`src/decode_pkg.sv`:
```
/*
 * decode package
 * opcode map, instruction formats and the decoded operation bundle
 * shared by the RV64I decode front end
 */
package decode_pkg;

    localparam int XLEN       = 64; // data and address width
    localparam int MAX_OPID_W = 8;  // room for clog2(ROB_SIZE)+1 id bits

    // major opcodes, instruction bits 6:2
    typedef enum logic [4:0] {
        LOAD      = 5'b00000,
        OP_IMM    = 5'b00100,
        AUIPC     = 5'b00101,
        OP_IMM_32 = 5'b00110,
        STORE     = 5'b01000,
        OP        = 5'b01100,
        LUI       = 5'b01101,
        OP_32     = 5'b01110,
        BRANCH    = 5'b11000,
        JALR      = 5'b11001,
        JAL       = 5'b11011
    } opcode_t;

    typedef struct packed {
        logic [6:0] funct7;
        logic [4:0] rs2;
        logic [4:0] rs1;
        logic [2:0] funct3;
        logic [4:0] rd;
        opcode_t    opcode;
        logic [1:0] quad;  // 2'b11 for 32-bit encodings
    } r_fmt_t;

    typedef struct packed {
        logic [11:0] imm_11_0;
        logic [4:0]  rs1;
        logic [2:0]  funct3;
        logic [4:0]  rd;
        opcode_t     opcode;
        logic [1:0]  quad;
    } i_fmt_t;

    typedef struct packed {
        logic [6:0] imm_11_5;
        logic [4:0] rs2;
        logic [4:0] rs1;
        logic [2:0] funct3;
        logic [4:0] imm_4_0;
        opcode_t    opcode;
        logic [1:0] quad;
    } s_fmt_t;

    typedef struct packed {
        logic       imm_12;
        logic [5:0] imm_10_5;
        logic [4:0] rs2;
        logic [4:0] rs1;
        logic [2:0] funct3;
        logic [3:0] imm_4_1;
        logic       imm_11;
        opcode_t    opcode;
        logic [1:0] quad;
    } b_fmt_t;

    typedef struct packed {
        logic [19:0] imm_31_12;
        logic [4:0]  rd;
        opcode_t     opcode;
        logic [1:0]  quad;
    } u_fmt_t;

    typedef struct packed {
        logic       imm_20;
        logic [9:0] imm_10_1;
        logic       imm_11;
        logic [7:0] imm_19_12;
        logic [4:0] rd;
        opcode_t    opcode;
        logic [1:0] quad;
    } j_fmt_t;

    // one instruction word seen through every base format
    typedef union packed {
        r_fmt_t r_fmt;
        i_fmt_t i_fmt;
        s_fmt_t s_fmt;
        b_fmt_t b_fmt;
        u_fmt_t u_fmt;
        j_fmt_t j_fmt;
    } insn_t;

    typedef enum logic [1:0] {
        FU_NONE,
        FU_ALU,
        FU_LSU
    } fu_t;

    typedef enum logic [3:0] {
        ADD, SUB, SLL, SLT, SLTU, XOR, SRL, SRA, OR, AND, BR, JUMP, INV
    } alu_op_t;

    typedef struct packed {
        fu_t                   fu;
        alu_op_t               alu_op;
        logic                  word;     // 32-bit result, sign extended
        logic                  load;
        logic                  store;
        logic [2:0]            mem_bits; // access size and sign
        logic [2:0]            br_cond;
        logic [4:0]            rs1;
        logic [4:0]            rs2;
        logic [4:0]            rd;
        logic                  use_rs1;
        logic                  use_rs2;
        logic                  use_rd;
        logic                  use_imm;  // second alu operand is imm, not rs2
        logic [XLEN-1:0]       imm;
        logic [XLEN-1:0]       pc;
        logic [MAX_OPID_W-1:0] opid;
    } dec_op_t;

endpackage

```
`src/imm_gen.sv`:
```
/*
 * immediate generator
 * picks the immediate layout of the instruction format and sign-extends it
 */
module imm_gen (
    input  decode_pkg::insn_t   ir,
    input  decode_pkg::opcode_t opcode,
    output logic [63:0]         imm
);
    import decode_pkg::*;

    always_comb begin
        case (opcode)
            LOAD, OP_IMM, OP_IMM_32, JALR: begin // I type
                imm = {{52{ir.i_fmt.imm_11_0[11]}}, ir.i_fmt.imm_11_0};
            end
            STORE: begin // S type
                imm = {{52{ir.s_fmt.imm_11_5[6]}}, ir.s_fmt.imm_11_5, ir.s_fmt.imm_4_0};
            end
            BRANCH: begin // B type, even offset
                imm = {{51{ir.b_fmt.imm_12}}, ir.b_fmt.imm_12, ir.b_fmt.imm_11,
                       ir.b_fmt.imm_10_5, ir.b_fmt.imm_4_1, 1'b0};
            end
            LUI, AUIPC: begin // U type, upper 20 bits
                imm = {{32{ir.u_fmt.imm_31_12[19]}}, ir.u_fmt.imm_31_12, 12'd0};
            end
            JAL: begin // J type
                imm = {{43{ir.j_fmt.imm_20}}, ir.j_fmt.imm_20, ir.j_fmt.imm_19_12,
                       ir.j_fmt.imm_11, ir.j_fmt.imm_10_1, 1'b0};
            end
            default: imm = '0; // R type and unknown opcodes
        endcase
    end

endmodule

```
`src/insn_decoder.sv`:
```
/*
 * instruction decoder
 * turns one RV64I word into a decoded operation; anything outside
 * the base integer set comes out as an invalid ALU operation
 */
module insn_decoder (
    input  decode_pkg::insn_t   ir,
    input  logic [63:0]         pc,
    output decode_pkg::dec_op_t op
);
    import decode_pkg::*;

    logic [2:0]  funct3;
    logic [6:0]  funct7;
    logic [5:0]  funct6; // shift-immediate on RV64 has a 6-bit shamt
    logic [63:0] imm;
    logic        legal;

    assign funct3 = ir.r_fmt.funct3;
    assign funct7 = ir.r_fmt.funct7;
    assign funct6 = ir.r_fmt.funct7[6:1];

    imm_gen u_imm_gen (
        .ir     (ir),
        .opcode (ir.r_fmt.opcode),
        .imm    (imm)
    );

    // integer function from funct3, alt selects SUB/SRA
    function automatic alu_op_t int_op(input logic [2:0] f3, input logic alt);
        case (f3)
            3'b000:  int_op = alt ? SUB : ADD;
            3'b001:  int_op = SLL;
            3'b010:  int_op = SLT;
            3'b011:  int_op = SLTU;
            3'b100:  int_op = XOR;
            3'b101:  int_op = alt ? SRA : SRL;
            3'b110:  int_op = OR;
            default: int_op = AND;
        endcase
    endfunction

    always_comb begin
        legal     = 1'b0;
        op        = '0;
        op.fu     = FU_NONE;
        op.alu_op = INV;
        case (ir.r_fmt.opcode)
            LOAD: begin
                legal       = funct3 != 3'b111; // no 128-bit or ldu
                op.fu       = FU_LSU;
                op.alu_op   = ADD;              // address generation
                op.load     = 1'b1;
                op.mem_bits = funct3;
                op.use_rs1  = 1'b1;
                op.use_rd   = 1'b1;
                op.use_imm  = 1'b1;
            end
            STORE: begin
                legal       = ~funct3[2];       // sb, sh, sw, sd
                op.fu       = FU_LSU;
                op.alu_op   = ADD;
                op.store    = 1'b1;
                op.mem_bits = funct3;
                op.use_rs1  = 1'b1;
                op.use_rs2  = 1'b1;
                op.use_imm  = 1'b1;
            end
            OP_IMM: begin
                legal = funct3 == 3'b001 ? funct6 == 6'd0 :
                        funct3 == 3'b101 ? funct6 == 6'd0 || funct6 == 6'b010000 : 1'b1;
                op.fu      = FU_ALU;
                op.alu_op  = int_op(funct3, funct3 == 3'b101 && funct6[4]);
                op.use_rs1 = 1'b1;
                op.use_rd  = 1'b1;
                op.use_imm = 1'b1;
            end
            OP_IMM_32: begin
                legal = funct3 == 3'b000 ||
                        funct3 == 3'b001 && funct7 == 7'd0 ||
                        funct3 == 3'b101 && (funct7 == 7'd0 || funct7 == 7'b0100000);
                op.fu      = FU_ALU;
                op.alu_op  = int_op(funct3, funct3 == 3'b101 && funct7[5]);
                op.word    = 1'b1;
                op.use_rs1 = 1'b1;
                op.use_rd  = 1'b1;
                op.use_imm = 1'b1;
            end
            OP, OP_32: begin
                legal = funct7 == 7'd0 ||
                        funct7 == 7'b0100000 && (funct3 == 3'b000 || funct3 == 3'b101);
                if (ir.r_fmt.opcode == OP_32) begin
                    legal   = legal && (funct3 == 3'b000 || funct3 == 3'b001 ||
                                        funct3 == 3'b101);
                    op.word = 1'b1;
                end
                op.fu      = FU_ALU;
                op.alu_op  = int_op(funct3, funct7[5]);
                op.use_rs1 = 1'b1;
                op.use_rs2 = 1'b1;
                op.use_rd  = 1'b1;
            end
            LUI, AUIPC: begin // pc operand for auipc is implied
                legal      = 1'b1;
                op.fu      = FU_ALU;
                op.alu_op  = ADD;
                op.use_rd  = 1'b1;
                op.use_imm = 1'b1;
            end
            JAL, JALR: begin
                legal      = ir.r_fmt.opcode == JAL || funct3 == 3'b000;
                op.fu      = FU_ALU;
                op.alu_op  = JUMP;
                op.use_rs1 = ir.r_fmt.opcode == JALR;
                op.use_rd  = 1'b1;
            end
            BRANCH: begin
                legal      = funct3[2:1] != 2'b01;
                op.fu      = FU_ALU;
                op.alu_op  = BR;
                op.br_cond = funct3;
                op.use_rs1 = 1'b1;
                op.use_rs2 = 1'b1;
            end
            default: legal = 1'b0;
        endcase

        op.rs1 = op.use_rs1 ? ir.r_fmt.rs1 : 5'd0;
        op.rs2 = op.use_rs2 ? ir.r_fmt.rs2 : 5'd0;
        op.rd  = op.use_rd  ? ir.r_fmt.rd  : 5'd0;
        op.imm = imm;

        // compressed or reserved encodings and unkept opcodes
        if (!legal || ir.r_fmt.quad != 2'b11) begin
            op        = '0;
            op.fu     = FU_ALU;
            op.alu_op = INV;
        end
        op.pc = pc;
    end

endmodule

```
`src/id_alloc.sv`:
```
/*
 * operation ID allocator
 * head and tail pointers over a ROB-sized ID space with one wrap bit
 */
module id_alloc #(
    parameter int ROB_SIZE     = 16,
    parameter int COMMIT_WIDTH = 2
) (
    input  logic                              clk,
    input  logic                              rst,
    input  logic                              alloc,
    input  logic [$clog2(COMMIT_WIDTH+1)-1:0] commit_count,
    input  logic                              redir_valid,
    input  logic [$clog2(ROB_SIZE):0]         redir_opid,
    output logic [$clog2(ROB_SIZE):0]         next_opid,
    output logic                              has_room
);
    localparam int ID_W = $clog2(ROB_SIZE) + 1;

    logic [ID_W-1:0] head;  // oldest id in flight
    logic [ID_W-1:0] tail;  // next id to hand out
    logic [ID_W-1:0] count; // ids in flight

    assign count     = tail - head; // wraps cleanly through the extra bit
    assign has_room  = count < ID_W'(ROB_SIZE);
    assign next_opid = tail;

    always_ff @(posedge clk) begin
        if (rst) begin
            head <= '0;
        end else begin
            head <= head + ID_W'(commit_count);
        end
    end

    always_ff @(posedge clk) begin
        if (rst) begin
            tail <= '0;
        end else if (redir_valid) begin
            tail <= redir_opid + ID_W'(1); // younger ids are dropped
        end else if (alloc) begin
            tail <= tail + ID_W'(1);
        end
    end

endmodule

```
`src/decode_queue.sv`:
```
/*
 * decode queue
 * circular buffer of decoded operations between decode and rename,
 * emptied in one edge by a redirect
 */
module decode_queue #(
    parameter int DQ_DEPTH = 4
) (
    input  logic                clk,
    input  logic                rst,
    input  logic                wr_en,
    input  decode_pkg::dec_op_t wr_op,
    input  logic                flush,
    input  logic                rd_ready,
    output logic                full,
    output logic                rd_valid,
    output decode_pkg::dec_op_t rd_op
);
    import decode_pkg::*;

    localparam int PTR_W = $clog2(DQ_DEPTH);

    dec_op_t          mem [DQ_DEPTH];
    logic [PTR_W-1:0] front;  // oldest entry
    logic [PTR_W:0]   count;
    logic [PTR_W-1:0] wr_idx;
    logic             rd_fire;

    assign wr_idx   = front + count[PTR_W-1:0];
    assign full     = count == (PTR_W + 1)'(DQ_DEPTH);
    assign rd_valid = count != '0 && !flush; // nothing leaves while redirecting
    assign rd_op    = mem[front];
    assign rd_fire  = rd_valid && rd_ready;

    always_ff @(posedge clk) begin
        if (wr_en) begin
            mem[wr_idx] <= wr_op;
        end
    end

    always_ff @(posedge clk) begin
        if (rst || flush) begin
            front <= '0;
            count <= '0;
        end else begin
            if (rd_fire) begin
                front <= front + PTR_W'(1);
            end
            count <= count + (PTR_W + 1)'(wr_en) - (PTR_W + 1)'(rd_fire);
        end
    end

endmodule

```
`src/decode_stage.sv`:
```
/*
 * decode stage top
 * decodes the fetched word, stamps it with the next operation ID and
 * queues it for rename
 */
module decode_stage #(
    parameter int ROB_SIZE     = 16,
    parameter int DQ_DEPTH     = 4,
    parameter int COMMIT_WIDTH = 2
) (
    input  logic                              clk,
    input  logic                              rst,
    input  logic                              fetch_valid,
    input  logic [63:0]                       fetch_pc,
    input  decode_pkg::insn_t                 fetch_ir,
    output logic                              fetch_ready,
    output logic                              dec_valid,
    input  logic                              dec_ready,
    output decode_pkg::dec_op_t               dec_op,
    input  logic [$clog2(COMMIT_WIDTH+1)-1:0] commit_count,
    input  logic                              redir_valid,
    input  logic [$clog2(ROB_SIZE):0]         redir_opid
);
    import decode_pkg::*;

    dec_op_t                  raw_op;
    dec_op_t                  wr_op;
    logic                     accept;
    logic                     q_full;
    logic                     has_room;
    logic [$clog2(ROB_SIZE):0] next_opid;

    assign fetch_ready = !q_full && has_room && !redir_valid;
    assign accept      = fetch_valid && fetch_ready;

    always_comb begin
        wr_op      = raw_op;
        wr_op.opid = MAX_OPID_W'(next_opid); // stamp id at enqueue
    end

    insn_decoder u_decoder (
        .ir (fetch_ir),
        .pc (fetch_pc),
        .op (raw_op)
    );

    id_alloc #(
        .ROB_SIZE     (ROB_SIZE),
        .COMMIT_WIDTH (COMMIT_WIDTH)
    ) u_id_alloc (
        .clk          (clk),
        .rst          (rst),
        .alloc        (accept),
        .commit_count (commit_count),
        .redir_valid  (redir_valid),
        .redir_opid   (redir_opid),
        .next_opid    (next_opid),
        .has_room     (has_room)
    );

    decode_queue #(
        .DQ_DEPTH (DQ_DEPTH)
    ) u_queue (
        .clk      (clk),
        .rst      (rst),
        .wr_en    (accept),
        .wr_op    (wr_op),
        .flush    (redir_valid),
        .rd_ready (dec_ready),
        .full     (q_full),
        .rd_valid (dec_valid),
        .rd_op    (dec_op)
    );

endmodule

```
`config.mk`:
```
export PLATFORM = sky130hd
export DESIGN_NAME = decode_stage
export DESIGN_NICKNAME = d
export VERILOG_FILES = /design/src/decode_pkg.sv /design/src/imm_gen.sv /design/src/insn_decoder.sv /design/src/id_alloc.sv /design/src/decode_queue.sv /design/src/decode_stage.sv
export SDC_FILE = /design/constraint.sdc
export NUM_CORES = 1
export LEC_CHECK = 0
export BUFFER_PORTS_ARGS = -buffer_cell sky130_fd_sc_hd__buf_2
export CAP_MARGIN = 20
export CORE_UTILIZATION = 58
export DETAILED_ROUTE_END_ITERATION = 8
export GPL_ROUTABILITY_DRIVEN = 1
export GPL_TIMING_DRIVEN = 0
export PLACE_DENSITY = 0.8
export RECOVER_POWER = 50
export SLEW_MARGIN = 20
export SYNTH_ARGS = -nofsm -noshare
export SYNTH_HDL_FRONTEND = slang
export SYNTH_SLANG_ARGS = --single-unit
```
`constraint.sdc`:
```
create_clock -name clk -period 17.7 [get_ports clk]
set_clock_uncertainty 0.05 [all_clocks]
set_input_delay 1.77 -clock clk [delete_from_list [all_inputs] [get_ports clk]]
set_output_delay 1.77 -clock clk [all_outputs]
set_load 0.005 [all_outputs]
```
**After elaboration in Yosys (flattened, before gate mapping)**

Memories as Yosys holds them, arrays and structs flattened. A register that Yosys moved wholly into a read port is not among the register bits.
Cells that the tools add are included.

- Order comparisons: 1
- Add/subtract/negate cells: 8
- Bitwise logic cells: 1
- Reductions and logical operators: 40
- Equality and inequality tests: 22
- Mux-type cells: 32

Operators by type and width:

| operator | number |
|---|---|
| 64-bit one-hot mux with 5 select lines | 1 |
| 170-bit 2-to-1 mux | 1 |
| 4-bit one-hot mux with 7 select lines | 2 |
| 6-bit one-hot mux with 6 select lines | 1 |
| 5-bit 2-to-1 mux | 5 |
| 5-bit by 4-bit == test with 1-bit output, second input constant | 4 |
| 5-bit by 3-bit == test with 1-bit output, second input constant | 3 |
| 5-bit == test, second input constant | 3 |
| 1-bit 2-to-1 mux | 15 |
| 3-bit == test, second input constant | 4 |
| 1-bit logical OR | 11 |
| 5-bit by 1-bit adder with 5-bit output, second input constant | 2 |
| 1-bit logical AND | 10 |
| 2-bit OR reduction | 5 |
| 9-bit OR reduction | 1 |
| 1-bit one-hot mux with 8 select lines | 1 |
| 4-bit OR reduction | 2 |
| 7-bit by 6-bit == test with 1-bit output, second input constant | 1 |
| 7-bit zero test | 1 |
| 7-bit OR reduction | 1 |
| 3-bit by 2-bit == test with 1-bit output, second input constant | 2 |
| 6-bit by 5-bit == test with 1-bit output, second input constant | 1 |
| 6-bit zero test | 1 |
| 3-bit 2-to-1 mux | 2 |
| other kinds (20) | 24 |

- Memories: 1
- Flip-flop bits (word level): 15
- Memory bits (writable): 668
- Bits of input ports: 108
- Logic and storage cells: 109

Memories:

| memory | depth | bits a word | read ports | clocked after Yosys merged registers in | write ports | line | RTL |
|---|---|---|---|---|---|---|---|
| u_queue.mem | 4 | 167 | 1 | 1 | 1 | decode_queue.sv:23 | `dec_op_t mem [DQ_DEPTH];` |

**Longest topological paths before layout**

Gate-level depths: netlist of the first run.

- Depth after elaboration: 10
- Gate-level depth with buffers: 13
- Depth with buffers taken out: 13

**Cells and area by module**

From an unflattened synthesis of the first run, not the netlist that was laid out.

- Cells, all modules: 1376
- Area total of the unflattened synthesis: 28048.2 µm²

By module, submodules not included:

| module | area each (µm²) | cells each | instances |
|---|---|---|---|
| decode_queue | 24881.4 | 929 | 1 |
| insn_decoder | 1774.2 | 261 | 1 |
| imm_gen | 752.0 | 113 | 1 |
| id_alloc | 616.8 | 70 | 1 |
| decode_stage | 23.8 | 3 | 1 |

**Least setup slack after synthesis of the first run**

Ideal clock, no wire load.

- Path type: input-to-reg
- From: input port redir_valid
- To: memory u_queue.mem[0][0] (netlist name), enable pin
- Library setup time: 0.795 ns
- Cell stages on the path: 5
- Data required time: 16.855 ns
- Data arrival time: 12.138 ns
- Path slack: 4.717 ns
- Cells stage by stage: clkbuf_1 -> or2_2 -> nor4_1 -> nor2_1 -> nor3_1

- Longest elaborated chain between the ends: 5

RTL lines:

| item | line | RTL |
|---|---|---|
| start, declared | decode_stage.sv:21 | `input logic redir_valid,` |
| 1-bit zero test | decode_stage.sv:33 | `assign fetch_ready = !q_full && has_room && !redir_valid;` |
| 1-bit logical AND | decode_stage.sv:33 |  |
| 1-bit logical AND | decode_stage.sv:34 | `assign accept = fetch_valid && fetch_ready;` |
| 1-bit 2-to-1 mux | decode_queue.sv:36 | `if (wr_en) begin` |
| 1-bit 2-to-1 mux (not written as such) | decode_queue.sv:37 | `mem[wr_idx] <= wr_op;` |
| end, declared | decode_queue.sv:23 |  |

Every way passes these cells.

==> run_results.csv, run 1 <==
group,metric,value,unit
run_status,status,"finished, final reports clean",
drt,vias,11600,
final_layout,register_area,16600,um^2
timing,min_period_over_period,0.341,
timing,tightest_slew,1.49,ns
power_and_ir_drop,total_switching_power,592,uW
flow_run,drv_cap,0,
die,coreArea,36800,um^2
drt,ant_nets,0,
logic_synthesis,synthCells,1066,
power_and_ir_drop,clkPwrFrac,0.406,
logic_synthesis,syn_avg_cell_area,20.5,um^2
critical_path,startpoint_type,"flip-flop",
die,io_pins,280,
power_and_ir_drop,ir_drop,0.0788,mV
drt,vias_per_cell,5.92,
final_layout,finish.utilization,0.705,
drt,drtPass1Iterations,5,
die,start_util,0.594,
drt,wire_per_inst,23.2,um
placed_design,place_congestion,0.885,
critical_path,cp_data_arrival_time,4.21,ns
drt,drc,0,
clocking,cts_hold_buffers,0,
grt,use_met3,0.0748,
clocking,numCtsBuffers,54,
placed_design,io_buffers,272,
critical_path,criticalPathCategory,"reg2out",
critical_path,r2r_slack,12.33,ns
logic_synthesis,yosys.area.top_type,"edfxtp_1",
grt,globalRouteMet2Util,0.390,
logic_synthesis,synthDistinctLibCells,55,
grt,grt_max_degree,34,
power_and_ir_drop,fin_total_pwr,2860,uW
die,rows,70,
timing,setup_violations,0,
power_and_ir_drop,cellLeakagePower,0.00823,uW
logic_synthesis,yosysWarnings,0,
drt,first_iter_violations,1057,
final_layout,drive_above_1_share,0.331,
logic_synthesis,synth_edf_count,540,
final_layout,area_delta_synth_final,18.7,%
logic_synthesis,async_reset_ff_frac,0,
clocking,postCtsSetupBuffers,0,
logic_synthesis,synth.area.top_cells,"edfxtp_1, mux4_2, dfxtp_1",
power_and_ir_drop,seq_power_share,0.523,
logic_synthesis,syn_area,21800,um^2
timing,setup_slack,11.67,ns
grt,met1_usage,0.323,
power_and_ir_drop,p_int,2270,uW
timing,maxSlewViolCount,0,
die,die_y,196,um
grt,grt_pass1_vias,12000,
timing,rsz0062_at_grt,"false",
final_layout,fill_cells,2299,
final_layout,nets,1565,
clocking,cts_max_level,2,
final_layout,most-common-layout-cells,"edfxtp_1, buf_2, mux4_2",
clocking,clk_latency,0.59,ns
clocking,cts_buffer_depth,3,
grt,top_usage_layer,"met2",
die,die_area,38400,um^2
grt,antenna_found_initial,8,
clocking,post_cts_resized,0,
logic_synthesis,synth-main-ff-cell,"edfxtp_1",
placed_design,place_ws,12.18,ns
min_path,hold_path_class,"reg2reg",
final_layout,layout_commonest_cell,"edfxtp_1",
grt,overflow,0,
clocking,cts_root_buffer,"clkbuf_16",
timing,max-slew-margin-rel,0.00702,
clocking,tritoncts,"done",
timing,fmax,0.166,GHz
grt,grtUsageTotal,0.244,
power_and_ir_drop,powerDensity,110,nW/um^2
critical_path,end_kind,"output port",
logic_synthesis,synth_top_area_frac,0.743,
timing,fin_crit,6.03,ns
logic_synthesis,synth-seq-cells,557,
critical_path,worst-endpoint-required,15.88,ns
critical_path,cp_max_fo,33,
drt,wl,45600,um
logic_synthesis,ys_seq_area_frac,0.758,
die,die_w,196,um
timing,holdWs,0.474,ns
clocking,clkSlewWorstSetupHoldPaths,0.06,ns
placed_design,dp_hpwl,31600,um
final_layout,multi_input_area,4760,um^2
clocking,clock-sinks,557,
grt,grt_pass1_wl,69700,um
power_and_ir_drop,sw_frac_of_total,0.207,
timing,hold_viol,0,
power_and_ir_drop,combPwrFrac,0.071,
cells in the mapped netlist, drive strengths merged (4+ instances only):
| master | count |
|---|---|
| clkbuf | 34 |
| or4 | 4 |
| nor4 | 8 |
| nand3 | 6 |
| nor2 | 34 |
| a22oi | 4 |
| a21oi | 23 |
| nand2b | 8 |
| nand2 | 38 |
| ha | 9 |
| nor3 | 23 |
| or3 | 4 |
| a211oi | 12 |
| nor2b | 4 |
| dfxtp | 17 |
| a21o | 5 |
| mux4 | 135 |
| nor3b | 27 |
| o21ai | 10 |
| buf | 53 |
| edfxtp | 540 |
| xnor2 | 9 |
| xor2 | 6 |
| inv | 15 |
metrics by stage:
| stage | TNS (ns) | cell area [um^2] | cells |
|---|---|---|---|
| floorplan | 0 | 21800 | 1068 |
| global placement | -604.44 | 23800 | 1808 |
| detailed placement | 0 | 24500 | 1858 |
| CTS | 0 | 26300 | 1959 |
| global route | 0 | 25900 | 1960 |
| finish | 0 | 25900 | 1962 |
logic make-up (layout without fill, tap and decap cells):
| family | after synthesis | in the layout | synth area share |
|---|---|---|---|
| AO/OA/AOI/OAI | 74 | 74 | 0.0236 |
| XOR/XNOR | 15 | 15 | 0.00602 |
| adder cells (fa/ha/maj) | 11 | 11 | 0.00699 |
| buffers and inverters | 102 | 525 | 0.0236 |
| flip-flops | 557 | 557 | 0.758 |
| multiplexers | 138 | 138 | 0.141 |
| other | 1 | 6 | 0.000172 |
| AND/OR/NAND/NOR | 168 | 168 | 0.0408 |
power by group through the flow:
stage / combinational [uW] / clock, uW / sequential (uW)
after floorplan: 106 / 0 / 1530
after global placement: 191 / 0 / 1540
after detailed placement: 209 / 0 / 1520
after CTS: 210 / 1180 / 1490
after global routing: 221 / 1230 / 1500
final: 203 / 1160 / 1490
critical path, stage by stage (launching register included):
cell and delay (ns):
dfxtp_1 0.30, clkbuf_1 0.68, clkbuf_1 0.67, buf_1 0.71
mux4_2 0.87, buf_4 0.25, buf_2 0.13
metal layers:
layer | vias up | routed length, um
met5 | - | 62
met4 | 10 | 1270
met3 | 99 | 4010
met2 | 473 | 22500
met1 | 5902 | 17800
li1 | 5122 | -
flip-flops by register name, indices dropped and copies added, names as in the netlist, named ones only:
register              count
u_queue.mem             540
u_id_alloc.head           5
u_id_alloc.next_opid      5
u_queue.count             3
u_queue.front             2
final cells by class:
class | instances | area share
Tap cell | 468 | 0.0226
Clock buffer | 64 | 0.0561
Buffer | 87 | 0.0177
Multi-Input combinational cell | 409 | 0.184
Clock inverter | 37 | 0.0139
Inverter | 15 | 0.00217
Timing Repair Buffer | 322 | 0.0649
Antenna cell | 3 | 0.000290
Sequential cell | 557 | 0.639
final timing paths:
check,start,endpoint,depth (start not counted)
worst max-delay path,flip-flop,dec_op[116],6
worst min-delay path,u_id_alloc.head[2],u_id_alloc.head[2],2
worst max register to register,u_id_alloc.next_opid[1],u_queue.mem[3][15],8
worst min register to register,u_id_alloc.head[2],u_id_alloc.head[2],2
No activity file was read; power rests on OpenSTA's default activity.
==> inputs of run 2 (changes only) <==
--- a/config.mk
+++ b/config.mk
@@ -5,6 +5,7 @@
 export SDC_FILE = /design/constraint.sdc
 export NUM_CORES = 1
 export LEC_CHECK = 0
+export ABC_AREA = 1
 export BUFFER_PORTS_ARGS = -buffer_cell sky130_fd_sc_hd__buf_2
 export CAP_MARGIN = 20
 export CORE_UTILIZATION = 58
==> constraint.sdc (replaced) <==
create_clock -name clk -period 6.2 [get_ports clk]
set_clock_uncertainty 0.05 [all_clocks]
set_input_delay 0.62 -clock clk [delete_from_list [all_inputs] [get_ports clk]]
set_output_delay 0.62 -clock clk [all_outputs]
set_load 0.005 [all_outputs]
==> run 2 against run 1 <==
  * Critical path depth is 3 higher
  * The run now ends with capacitance limit, slew limit left
  * Hold slack worse by 0.28 ns
  * Sequential power grew to 2.9 times the previous value
  * Die area is 1.2% higher
  * Critical endpoint is now dec_op[107]
  * Via count is 33% higher
  * Clock power grew to 2.7 times the previous value
  * Routed wire length is 24% higher
  * Utilization is 0.33 points lower
  * Sequential share of layout area is 1.0 points lower
==> run_results.csv, run 2 <==
group,metric,value,unit
flow_run,drv_cap,2,
final_layout,top_register,"u_queue.mem",
logic_synthesis,ys_seq_area_frac,0.749,
logic_synthesis,synth.area.top_cells,"edfxtp_1, nor2_1, o21ai_0",
timing,maxSlewViolCount,22,
drt,drtPass1Iterations,5,
placed_design,dp_cells,2554,
critical_path,criticalPathCategory,"reg2out",
grt,grt_max_degree,24,
drt,first_iter_violations,1582,
clocking,tritoncts,"done",
clocking,numCtsBuffers,54,
final_layout,area_delta_synth_final,19.2,%
grt,grt_pass1_vias,15100,
die,die_y,197,um
timing,setup_violations,0,
die,start_util,0.588,
timing,tightest_slew,2.09,ns
timing,max-slew-margin-rel,-0.403,
logic_synthesis,syn_area,22100,um^2
clocking,postCtsSetupBuffers,0,
drt,vias,15500,
grt,grt_pass1_wl,83500,um
power_and_ir_drop,powerDensity,303,nW/um^2
placed_design,place_area,24900,um^2
logic_synthesis,synth_top_area_frac,0.733,
power_and_ir_drop,ir_drop,0.282,mV
final_layout,nets,2218,
drt,wl,56400,um
critical_path,end_kind,"output port",
placed_design,io_buffers,275,
grt,grtUsageTotal,0.285,
drt,vias_per_cell,5.83,
placed_design,dp_hpwl,38000,um
min_path,hold_path_class,"in2reg",
grt,antenna_found_initial,4,
logic_synthesis,yosys.area.top_type,"edfxtp_1",
critical_path,cp_max_fo,23,
logic_synthesis,synth-seq-cells,557,
final_layout,layout_commonest_cell,"edfxtp_1",
logic_synthesis,yosysWarnings,0,
power_and_ir_drop,cellLeakagePower,0.00986,uW
grt,overflow,0,
timing,holdWs,0.197,ns
logic_synthesis,post-synth-top-count-cell,"edfxtp_1",
final_layout,largest_register_ffs,540,
final_layout,postLayoutCellArea,26300,um^2
critical_path,startpoint_type,"flip-flop",
final_layout,drive_above_1_share,0.172,
die,rows,71,
clocking,cts_buffer_depth,3,
final_layout,finish.utilization,0.701,
critical_path,r2r-start,"u_id_alloc.next_opid[2]",
logic_synthesis,synthCells,1719,
final_layout,final_cells,2656,
final_layout,most-common-layout-cells,"edfxtp_1, nor2_1, o21ai_0",
die,io_pins,280,
logic_synthesis,syn_avg_cell_area,12.9,um^2
logic_synthesis,synthDistinctLibCells,38,
timing,rsz0062_at_grt,"false",
run_status,status,"finished with violations",
die,coreArea,37600,um^2
clocking,clk_latency,0.59,ns
die,die_area,38900,um^2
critical_path,cp_data_arrival_time,4.15,ns
drt,drc,0,
run_status,violations,"capacitance limit, slew limit",
clocking,clkSlewWorstSetupHoldPaths,0.07,ns
clocking,cts_max_level,2,
min_path,worstHoldStart,"rst",
drt,ant_nets,0,
logic_synthesis,async_reset_ff_frac,0,
logic_synthesis,synth_edf_count,540,
timing,min_period_over_period,0.777,
timing,fmax,0.208,GHz
final_layout,fill_cells,2571,
die,die_w,197,um
clocking,cts_hold_buffers,0,
logic_synthesis,synthTopCellsByCount,"edfxtp_1, nor2_1, o21ai_0",
logic_synthesis,synth-main-ff-cell,"edfxtp_1",
critical_path,worst-endpoint-required,5.53,ns
timing,hold_viol,0,
clocking,clock-sinks,557,
clocking,cts_root_buffer,"clkbuf_16",
placed_design,place_congestion,0.879,
timing,fin_crit,4.82,ns
clocking,post_cts_resized,0,
drt,wire_per_inst,21.2,um
[run 2: cell count changes after synthesis, moves of 17 or more]
| cell | previous run | this run |
|---|---|---|
| mux4_2 | 135 | 0 |
| o21ai_0 | 8 | 276 |
| inv_1 | 15 | 52 |
| nand2_1 | 38 | 77 |
| nand3_1 | 6 | 23 |
| nor2_1 | 34 | 370 |
| nor3b_1 | 27 | 1 |
| o22ai_1 | 0 | 135 |
| clkbuf_1 | 34 | 80 |
[run 2: worst paths after layout]
check,slack [ns],depth (start not counted),to
worst max register to register,1.93,14,u_queue.mem[0][55]
worst min register to register,0.42,1,u_id_alloc.head[3]
worst min-delay path,0.20,2,u_id_alloc.next_opid[2]
worst max-delay path,1.38,9,dec_op[107]
[run 2: layout make-up]
class	instances	area, um^2	area share
Tap cell	511	639	0.0243
Multi-Input combinational cell	973	4670	0.177
Antenna cell	2	5.00	0.000190
Timing Repair Buffer	322	1940	0.0737
Inverter	56	210	0.00798
Clock inverter	23	203	0.00769
Buffer	135	648	0.0246
Sequential cell	557	16600	0.628
Clock buffer	77	1480	0.0561
[run 2: worst max-delay path, stage by stage, from the launching register on]
cell and delay (ns):
dfxtp_1 0.31, clkbuf_1 0.43, inv_1 0.63, clkbuf_1 0.61, clkbuf_1 0.46, o21ai_0 0.20, o22ai_2 0.43, buf_8 0.24
buf_4 0.13, buf_2 0.11
[run 2: per-layer routing]
metal / GRT usage / share of wire / wire length [um]
met1: 0.366 / 0.38 / 21200
met4: 0.0962 / 0.029 / 1620
met3: 0.0664 / 0.095 / 5340
met5: 0 / 0.00066 / 37
met2: 0.480 / 0.50 / 28100
[run 2: per-stage QoR]
stage	setup slack, ns	total power (uW)	setup TNS, ns
after floorplan	-0.881	4640	-475.81
after global placement	-4.75	4910	-2525.69
after detailed placement	2.03	4940	0
after CTS	1.34	8030	0
after global routing	1.19	8230	0
final	1.38	7980	0
[run 2: cells by family (layout without fill, tap and decap cells)]
family,Yosys count,count (layout),synth area share
flops,557,557,0.749
simple gates,499,499,0.0893
compound gates,452,452,0.111
buf+inv,191,613,0.0403
fa+ha+maj,11,11,0.00690
xor+xnor,8,8,0.00317
other cells,1,5,0.000170
[run 2: where the power goes]
| part | switching (uW) | internal, uW |
|---|---|---|
| combinational | 347 | 235 |
| sequential | 34.9 | 4230 |
| clock | 1320 | 1820 |
